File: config.mk
export PLATFORM = sky130hd
export DESIGN_NAME = trigger_subsystem
export DESIGN_NICKNAME = d
export VERILOG_FILES = /design/src/logic/trig_pkg.sv /design/src/logic/trig_info_if.sv /design/src/logic/trigger_manager.sv /design/src/logic/acq_done_collector.sv /design/src/logic/trigger_info_fifo.sv /design/src/logic/trigger_subsystem.sv
export SDC_FILE = /design/constraint.sdc
export NUM_CORES = 1
export LEC_CHECK = 0
export BUFFER_PORTS_ARGS = -buffer_cell sky130_fd_sc_hd__buf_2
export CAP_MARGIN = 30
export CORE_UTILIZATION = 56
export DETAILED_ROUTE_END_ITERATION = 16
export PLACE_DENSITY_LB_ADDON = 0.1
export SLEW_MARGIN = 0
export SYNTH_ARGS = -nofsm -noshare
export SYNTH_HDL_FRONTEND = slang
export SYNTH_HIERARCHICAL = 1
export SYNTH_SLANG_ARGS = --single-unit
File: constraint.sdc
create_clock -name clk -period 6.95 [get_ports clk]
set_clock_uncertainty 0.1 [all_clocks]
set_input_delay 0.3475 -clock clk [delete_from_list [all_inputs] [get_ports clk]]
set_output_delay 0.3475 -clock clk [all_outputs]
set_load 0.02 [all_outputs]
File: src/logic/trig_pkg.sv
////////////////////////////////////////////////////////////
// shared sizes and types for the trigger path
// fifo_depth must be a power of two (pointer wrap bit)
// credit_w must hold fifo_depth itself, not just depth-1
////////////////////////////////////////////////////////////
`default_nettype none

package trig_pkg;

  // channel FPGAs fed by the trigger manager
  localparam int num_chan = 5;

  // fill type sent with each trigger
  // (muon fill, laser, pedestal, spare)
  localparam int fill_w = 2;

  // programmable trigger delay, in clk cycles
  localparam int delay_w = 4;

  // one word of trigger info for the command manager
  localparam int info_w = 64;

  // info FIFO entries, also the manager's starting credits
  localparam int fifo_depth = 8;
  localparam int ptr_w = $clog2(fifo_depth);
  localparam int credit_w = $clog2(fifo_depth + 1);

  // manager FSM states
  typedef enum logic [2:0] {
    idle,
    delay,
    fill,
    store_num,
    store_time
  } trig_state_t;

  // trigger number or timestamp word
  typedef logic [info_w-1:0] info_word_t;

endpackage

`default_nettype wire

File: src/logic/trig_info_if.sv
////////////////////////////////////////////////////////////
// manager to info FIFO link, credit flow control
// one credit per free entry, FIFO has no ready signal
////////////////////////////////////////////////////////////
`timescale 1ns/1ns
`default_nettype none

interface trig_info_if;
  import trig_pkg::*;

  // one-cycle write strobe, only sent with a credit in hand
  logic       wr_valid;
  info_word_t wr_data;
  // one pulse per popped word
  logic       credit_ret;
  // FIFO out of reset and ready to take writes
  logic       init_done;

  modport producer (
    output wr_valid,
    output wr_data,
    input  credit_ret,
    input  init_done
  );

  modport consumer (
    input  wr_valid,
    input  wr_data,
    output credit_ret,
    output init_done
  );

endinterface

`default_nettype wire

File: src/logic/trigger_manager.sv
////////////////////////////////////////////////////////////
// trigger FSM: delay, fill, then store number and timestamp
// triggers outside idle are dropped, not queued
// store states stall while no credit is left
////////////////////////////////////////////////////////////
`timescale 1ns/1ns
`default_nettype none

module trigger_manager (
  input  logic                               clk,
  input  logic                               reset,
  input  logic                               reset_trig_num,
  input  logic                               reset_trig_timestamp,
  input  logic                               trigger,
  input  logic [trig_pkg::num_chan-1:0]      chan_en,
  input  logic [trig_pkg::fill_w-1:0]        fill_type,
  input  logic [trig_pkg::delay_w-1:0]       trig_delay,
  input  logic                               all_done,
  output logic [2*trig_pkg::num_chan-1:0]    acq_enable,
  output logic [trig_pkg::num_chan-1:0]      acq_trig,
  output logic                               in_fill,
  trig_info_if.producer                      info
);
  import trig_pkg::*;

  trig_state_t         state;
  trig_state_t         state_next;
  logic [delay_w-1:0]  delay_cnt;
  logic [info_w-1:0]   trig_num;
  logic [info_w-1:0]   ts_cnt;
  info_word_t          trig_time;
  logic [credit_w-1:0] credits;
  logic                accept;
  logic                can_write;
  logic                write_now;
  logic                wr_valid_q;
  info_word_t          wr_data_q;

  // trigger only counts when sampled in idle
  assign accept = (state == idle) && trigger;

  // a free FIFO slot is known to exist
  assign can_write = info.init_done && (credits != '0);
  assign write_now = can_write && ((state == store_num) || (state == store_time));

  // channel outputs are held for the whole fill state
  assign in_fill    = (state == fill);
  assign acq_trig   = in_fill ? chan_en : '0;
  assign acq_enable = in_fill ? {num_chan{fill_type}} : '0;

  assign info.wr_valid = wr_valid_q;
  assign info.wr_data  = wr_data_q;

  always_comb begin
    state_next = state;
    case (state)
      idle: begin
        // always pass through delay, even for zero
        if (trigger) begin
          state_next = delay;
        end
      end
      delay: begin
        if (delay_cnt == '0) begin
          state_next = fill;
        end
      end
      fill: begin
        if (all_done) begin
          state_next = store_num;
        end
      end
      store_num: begin
        if (can_write) begin
          state_next = store_time;
        end
      end
      store_time: begin
        if (can_write) begin
          state_next = idle;
        end
      end
      default: begin
        state_next = idle;
      end
    endcase
  end

  always_ff @(posedge clk) begin
    if (reset) begin
      state <= idle;
    end else begin
      state <= state_next;
    end
  end

  // loaded on accept, counts down to zero in delay
  always_ff @(posedge clk) begin
    if (reset) begin
      delay_cnt <= '0;
    end else if (accept) begin
      delay_cnt <= trig_delay;
    end else if ((state == delay) && (delay_cnt != '0)) begin
      delay_cnt <= delay_cnt - 1'b1;
    end
  end

  // first accepted trigger after a clear reports 1
  always_ff @(posedge clk) begin
    if (reset || reset_trig_num) begin
      trig_num <= '0;
    end else if (accept) begin
      trig_num <= trig_num + 1'b1;
    end
  end

  // free-running cycle count
  always_ff @(posedge clk) begin
    if (reset || reset_trig_timestamp) begin
      ts_cnt <= '0;
    end else begin
      ts_cnt <= ts_cnt + 1'b1;
    end
  end

  // value of the count in the trigger-sampling cycle
  always_ff @(posedge clk) begin
    if (accept) begin
      trig_time <= ts_cnt;
    end
  end

  // spend one per write, regain one per FIFO pop
  always_ff @(posedge clk) begin
    if (reset) begin
      credits <= credit_w'(fifo_depth);
    end else begin
      credits <= credits - credit_w'(write_now) + credit_w'(info.credit_ret);
    end
  end

  always_ff @(posedge clk) begin
    if (reset) begin
      wr_valid_q <= 1'b0;
    end else begin
      wr_valid_q <= write_now;
    end
  end

  // number word first, then timestamp word
  always_ff @(posedge clk) begin
    if (write_now) begin
      wr_data_q <= (state == store_num) ? trig_num : trig_time;
    end
  end

endmodule

`default_nettype wire

File: src/logic/acq_done_collector.sv
////////////////////////////////////////////////////////////
// sticky per-channel done bits for the current fill
// done may be a pulse or a level, collected only in fill
////////////////////////////////////////////////////////////
`timescale 1ns/1ns
`default_nettype none

module acq_done_collector (
  input  logic                          clk,
  input  logic                          reset,
  input  logic                          in_fill,
  input  logic [trig_pkg::num_chan-1:0] chan_en,
  input  logic [trig_pkg::num_chan-1:0] acq_done,
  output logic                          all_done
);
  import trig_pkg::*;

  logic                in_fill_q;
  logic                fill_start;
  logic [num_chan-1:0] done_seen;
  logic [num_chan-1:0] done_eff;

  // first cycle of a fill
  assign fill_start = in_fill && !in_fill_q;

  always_ff @(posedge clk) begin
    if (reset) begin
      in_fill_q <= 1'b0;
    end else begin
      in_fill_q <= in_fill;
    end
  end

  // cleared on fill entry, so stale bits from
  // the previous trigger never count
  always_ff @(posedge clk) begin
    if (reset) begin
      done_seen <= '0;
    end else if (fill_start) begin
      done_seen <= acq_done;
    end else if (in_fill) begin
      done_seen <= done_seen | acq_done;
    end
  end

  // old bits are still in the register on the first fill cycle
  assign done_eff = fill_start ? '0 : done_seen;

  // disabled channels never hold things up
  // chan_en of zero is done at once
  assign all_done = ((chan_en & ~done_eff) == '0);

endmodule

`default_nettype wire

File: src/logic/trigger_info_fifo.sv
////////////////////////////////////////////////////////////
// info word FIFO, read side is valid/ready
// no full flag, producer credits keep it from overflowing
////////////////////////////////////////////////////////////
`timescale 1ns/1ns
`default_nettype none

module trigger_info_fifo (
  input  logic                        clk,
  input  logic                        reset,
  input  logic                        info_ready,
  output logic                        info_valid,
  output logic [trig_pkg::info_w-1:0] info_data,
  trig_info_if.consumer               info
);
  import trig_pkg::*;

  info_word_t       mem [fifo_depth];
  // extra top bit tells full from empty on equal index
  logic [ptr_w:0]   wr_ptr;
  logic [ptr_w:0]   rd_ptr;
  logic             pop;
  logic             credit_ret_q;
  logic             init_done_q;

  // a word written on one edge shows on the next cycle
  assign info_valid = (wr_ptr != rd_ptr);
  assign info_data  = mem[rd_ptr[ptr_w-1:0]];

  // standard handshake
  assign pop = info_valid && info_ready;

  assign info.credit_ret = credit_ret_q;
  assign info.init_done  = init_done_q;

  // storage, no reset
  always_ff @(posedge clk) begin
    if (info.wr_valid) begin
      mem[wr_ptr[ptr_w-1:0]] <= info.wr_data;
    end
  end

  always_ff @(posedge clk) begin
    if (reset) begin
      wr_ptr <= '0;
    end else if (info.wr_valid) begin
      wr_ptr <= wr_ptr + 1'b1;
    end
  end

  always_ff @(posedge clk) begin
    if (reset) begin
      rd_ptr <= '0;
    end else if (pop) begin
      rd_ptr <= rd_ptr + 1'b1;
    end
  end

  // one credit back per word taken
  always_ff @(posedge clk) begin
    if (reset) begin
      credit_ret_q <= 1'b0;
    end else begin
      credit_ret_q <= pop;
    end
  end

  // goes high the cycle after reset drops
  always_ff @(posedge clk) begin
    if (reset) begin
      init_done_q <= 1'b0;
    end else begin
      init_done_q <= 1'b1;
    end
  end

endmodule

`default_nettype wire

File: src/logic/trigger_subsystem.sv
////////////////////////////////////////////////////////////
// trigger path top: manager, done collector, info FIFO
// single clock domain, no timeout on missing channels
////////////////////////////////////////////////////////////
`timescale 1ns/1ns
`default_nettype none

module trigger_subsystem (
  input  logic                               clk,
  input  logic                               reset,
  input  logic                               reset_trig_num,
  input  logic                               reset_trig_timestamp,
  input  logic                               trigger,
  input  logic [trig_pkg::num_chan-1:0]      chan_en,
  input  logic [trig_pkg::fill_w-1:0]        fill_type,
  input  logic [trig_pkg::delay_w-1:0]       trig_delay,
  input  logic [trig_pkg::num_chan-1:0]      acq_done,
  input  logic                               info_ready,
  output logic [2*trig_pkg::num_chan-1:0]    acq_enable,
  output logic [trig_pkg::num_chan-1:0]      acq_trig,
  output logic                               info_valid,
  output logic [trig_pkg::info_w-1:0]        info_data
);

  logic in_fill;
  logic all_done;

  // manager to FIFO words and credits
  trig_info_if info_bus ();

  trigger_manager u_manager (
    .clk                  (clk),
    .reset                (reset),
    .reset_trig_num       (reset_trig_num),
    .reset_trig_timestamp (reset_trig_timestamp),
    .trigger              (trigger),
    .chan_en              (chan_en),
    .fill_type            (fill_type),
    .trig_delay           (trig_delay),
    .all_done             (all_done),
    .acq_enable           (acq_enable),
    .acq_trig             (acq_trig),
    .in_fill              (in_fill),
    .info                 (info_bus.producer)
  );

  acq_done_collector u_collector (
    .clk      (clk),
    .reset    (reset),
    .in_fill  (in_fill),
    .chan_en  (chan_en),
    .acq_done (acq_done),
    .all_done (all_done)
  );

  trigger_info_fifo u_info_fifo (
    .clk        (clk),
    .reset      (reset),
    .info_ready (info_ready),
    .info_valid (info_valid),
    .info_data  (info_data),
    .info       (info_bus.consumer)
  );

endmodule

`default_nettype wire

# After elaboration in Yosys (flattened, before gate mapping)
# Memory sizes are Yosys's and may differ from the RTL's. A register that Yosys moved wholly into a read port is not among the register bits.
# Index checks and enable logic that the tools add are counted.
dict set report word_totals {
  n_memories 1
  out_inout_bits 80
  word_cells 72
  ram_bits 512
  ff_bits 284
}
dict set report op_classes {
  n_reduce_logical 18
  n_eq_ne 10
  muxes 19
  bitwise_logic 3
  n_addsub 7
}
# name words width rd rd_clocked_by_memory_dff write_ports line_no
set memory_table {}
lappend memory_table {u_info_fifo.mem 8 64 1 1 1 trigger_info_fifo.sv:18} ;# info_word_t mem [fifo_depth];
# operator count
set ops {}
lappend ops {{adder 64 x 1 -> 64 bit, second input constant} 2}
lappend ops {{2-to-1 mux 64 bit} 1}
lappend ops {{2-to-1 mux 3 bit} 7}
lappend ops {{2-to-1 mux 5 bit} 4}
lappend ops {{one-hot mux 3 bit (5 select lines)} 1}
lappend ops {{2-to-1 mux 10 bit} 1}
lappend ops {{adder 4 x 1 -> 4 bit, second input constant} 2}
lappend ops {{2-to-1 mux 4 bit} 2}
lappend ops {{nonzero test 4 bit} 2}
lappend ops {{equality test 3 x 2 -> 1 bit, second input constant} 2}
lappend ops {{logical AND 1 bit} 6}
lappend ops {{!= test 2 x 1 -> 1 bit, second input constant} 3}
lappend ops {{bitwise AND 5 bit} 1}
lappend ops {{zero test 5 bit} 1}
lappend ops {{NOT 5 bit} 1}
lappend ops {{bitwise OR 5 bit} 1}
lappend ops {{AND reduction 5 bit} 1}
lappend ops {{adder 4 x 1 -> 4 bit} 1}
lappend ops {{zero test 4 bit} 1}
lappend ops {{!= test 2 bit, second input constant} 2}
lappend ops {{!= test 4 bit} 1}
lappend ops {{nonzero test 2 bit} 2}
lappend ops {{subtractor 4 x 1 -> 4 bit} 1}
lappend ops {{subtractor 4 x 1 -> 4 bit, second input constant} 1}
lappend ops {{other kinds (6)} 10}

# Depth between registers and ports, before layout
dict set report logic_depth {
  ltp_word 8
  depth_mapped 12
}

# By module
# The synthesis kept the hierarchy.
# mod area_per_inst_um2 n_inst cells_each
set modules_own_cells {}
lappend modules_own_cells {trigger_info_fifo 19766.5 1 804}
lappend modules_own_cells {trigger_manager 11293.3 1 1014}
lappend modules_own_cells {acq_done_collector 224.0 1 27}

# Least setup slack after synthesis
# Ideal clock, no wire load.
dict set report synth_path {
  path_kind {register to register}
  start {register u_manager.state[2]}
  end {register u_manager.credits[1]}
  required_ns 6.722
  slack_ns -0.748
  synth_period_minus_slack_ns 7.698
  setup_ns 0.128
  t_arrival_ns 7.470
  path_stages_with_launch 11
  path_cell_list {dfxtp_1 -> nand2b_1 -> or2_2 -> clkbuf_1 -> clkbuf_1 -> a21boi_0 -> ha_1 -> inv_1 -> ha_1 -> fa_1 -> nor2b_1}
}
dict set report synth_between {
  elab_chain_cells 5
  word_cells_on_any_way 6
}
# element line_no
set synth_lines {}
lappend synth_lines {{start: declaration} trigger_manager.sv:26} ;# trig_state_t state;
lappend synth_lines {{start signal: assignment} trigger_manager.sv:91} ;# state <= idle;
lappend synth_lines {{start signal: assignment} trigger_manager.sv:93} ;# state <= state_next;
lappend synth_lines {{equality test 3 x 2 -> 1 bit or equality test 3 bit (tied branches)} trigger_manager.sv:44} ;# assign write_now = can_write && ((state == store_num) || (state == store_time));
lappend synth_lines {{logical OR 1 bit *} trigger_manager.sv:44}
lappend synth_lines {{logical AND 1 bit *} trigger_manager.sv:44}
lappend synth_lines {{net u_manager.write_now} trigger_manager.sv:35} ;# logic write_now;
lappend synth_lines {{subtractor 4 x 1 -> 4 bit *} trigger_manager.sv:138} ;# credits <= credits - credit_w'(write_now) + credit_w'(info.credit_ret);
lappend synth_lines {{adder 4 x 1 -> 4 bit *} trigger_manager.sv:138}
lappend synth_lines {{end signal: assignment} trigger_manager.sv:136} ;# credits <= credit_w'(fifo_depth);
lappend synth_lines {{end signal: assignment} trigger_manager.sv:138}
lappend synth_lines {{end: declaration} trigger_manager.sv:32} ;# logic [credit_w-1:0] credits;
# The timed path passes the listed nets; every way through them passes the cells marked *.
# A chain may end at the register's enable or synchronous reset.

# Final worst setup path
dict set report layout_path {
  start {register u_manager.state[1]}
  end {register u_manager.credits[3]}
}
# Same word-level chain as after synthesis.

==> flow_summary.ini <==
[synthesis]
synth_fp_nets = 1878
ys_top_cells_by_area = edfxtp_1 61%, dfxtp_1 10%, mux4_2 9.2%, mux2_2 4.5%, xor2_1 1.3%
ys_warn_count = 6
yosys.area.top_type_share_pct = 61.4
synth_seq_cells = 799
synth_area_leader_cell = edfxtp_1
syn_area_per_cell_um2 = 17.0
ys_async_sr_fraction_pct = 0
yosysSeqAreaShare_pct = 71.6
netlist_area_um2 = 31300
synth_cell_types = 54
synth_edf_count = 640
synth_cells = 1845
ys.flop_type = edfxtp_1

[setup_path]
worstPathArrival_ns = 4.10
cp-start-kind = flip-flop
r2r_slack_ns = 3.25
worstSetupEndpointType = flip-flop
path_class = reg2reg
cp_data_required_time_ns = 7.35
critPathMaxFanout = 66

[global_routing]
grt_first_pass_wirelength_mm = 97.0
grt_max_degree = 71
grt_pass1_vias = 16674
antenna_found_initial = 0
grt_overflow_total = 0
grt_usage_pct = 22.6

[cells_and_area]
area_growth_pct = 13.0
layout_common_cells = 640 x edfxtp_1, 156 x dfxtp_1, 128 x mux4_2
layout-drive-gt1-share_pct = 26.2
final_common_cell = edfxtp_1
antenna_cells = 0
final_area_um2 = 35400
nets = 2024

[drt]
via_per_inst = 5.96
wl_met1_mm = 28.4
wl_met2_mm = 30.2
route.detailed.drc = 0
drtIter0Drc = 1297
dr_wl_met3_mm = 2.98
wl_mm = 62.8
first_pass_iters = 5
via_count = 16690
top_layer = met4
ant_nets = 0
routedWlPerCell_um = 22.4

[outcome]
status = completed

[cts]
cts.clk_slew.worst_paths_ns = 0.06
clk_path_buf_depth = 3
cts_buffers = 80
cts_sinks = 799
cts_resized = 0
h-tree-depth = 3
cts_root_buf = clkbuf_16
cts_tree = done
clock_latency_ns = 0.62

[sta]
setup_tns_ns = 0
setup_violations = 0
hold_viol_final = 0
max_slew_margin_pct = 32.6
drv_slew = 0
rsz0062_at_grt = no
min_period_over_period_pct = 53.2
fin_crit_ns = 3.70
fmax_mhz = 271
worst_slew_pin_slew_ns = 1.00

[pwr]
p_leak_uw = 0.0111
powerDensity_nw_per_um2 = 277
peakVddDrop_mv = 0.203
power_uw = 9810

[placed_design]
placement.io_buffers = 101
place_area_um2 = 32700
hpwl_mm = 36.0
gp_congestion = 0.796

[floorplanning]
start_util_pct = 56.8
die_w_um = 238
rows = 86
ioPinCount = 102
die_y_um = 238
coreArea_um2 = 55100
dieArea_um2 = 56800

[hold_path]
hp-class = in2reg

[flow_run]
drv_cap = 0
-- layout make-up --
type,count,area [um2]
repair buffers,146,961
clock buffers,105,2180
multi-input cells,937,8410
well taps,748,936
flip-flops and latches,799,22400
inverters,27,101
clock inverters,40,349
fillers,3921,19700
-- critical path, stage by stage (launching register included) --
cell,delay [ns]
dfxtp_1,0.43
nand2b_1,0.13
or2_2,0.28
buf_4,0.27
buf_12,0.26
a21boi_4,0.16
buf_4,0.75
ha_1,0.29
inv_1,0.07
ha_1,0.27
a21o_1,0.17
a21oi_1,0.16
xnor2_1,0.14
nand2b_1,0.07
-- registers in the layout, summed over array words and instances (netlist names), 5 cells and up, named ones only --
register,cells
u_manager/info.wr_data,64
u_manager/ts_cnt,64
u_collector/done_seen,5
u_manager/trig_time,64
u_info_fifo/mem,512
u_manager/trig_num,64
-- per-stage QoR --
stage / instances / worst slack [ns] / hold WS [ns] / util [%]
4_1_cts: 2800 / 3.17 / 0.0218 / 64.1
3_3_place_gp: 2642 / 3.33 / 0.335 / 59.2
2_1_floorplan: 1845 / 1.09 / 0.317 / -
3_5_place_dp: 2645 / 3.26 / 0.352 / 59.3
5_1_grt: 2802 / 2.98 / 0.0471 / 64.2
6_report: 2802 / 3.25 / 0.0515 / 64.2
-- worst paths after layout --
path                         from                         end  cells after the start
max            u_manager/state[1]        u_manager/credits[3]                     13
min                         reset  u_info_fifo/info.init_done                      2
max reg2reg    u_manager/state[1]        u_manager/credits[3]                     13
min reg2reg  u_manager/ts_cnt[63]     u_manager/trig_time[63]                      0
-- what timing repair did --
| item | CTS | global route |
|---|---|---|
| endpoints found under the hold margin | 11 | 0 |
| setup buffers | 0 | 0 |
| hold buffers | 10 | 0 |
-- cells by family after synthesis --
logic type      share of synthesized area (%)
xor+xnor                                 2.24
simple gates                             7.58
fa+ha+maj                               0.464
buf+inv                                  1.73
mux                                      13.8
compound gates                           2.60
flops                                    71.6
-- per-layer routing --
| layer | vias to the layer above | track usage [%] |
|---|---|---|
| met4 | 0 | 6.99 |
| met5 | - | 0 |
| li1 | 7554 | - |
| met2 | 448 | 35.9 |
| met1 | 8611 | 32.7 |
| met3 | 77 | 3.18 |
-- synthesized netlist by cell type, types with 16 or more instances --
cell type and instances:
xnor2_1 35, dfxtp_1 159, clkbuf_1 40, mux4_2 128, and3_1 16, nand2_1 73, mux2_2 126, o21ai_0 50
nor4_1 18, xor2_1 45, nand4_1 60, edfxtp_1 640, nor2_1 101, or3_1 49, a21oi_1 72, inv_1 26
nand3_1 44
-- where the power goes --
| part | switching [uW] | leakage [uW] | internal [uW] |
|---|---|---|---|
| Combinational | 213 | 0.00274 | 157 |
| Clock | 1770 | 0.00125 | 2380 |
| Sequential | 51.4 | 0.00710 | 5240 |
No activity file was read; power rests on OpenSTA's default activity.
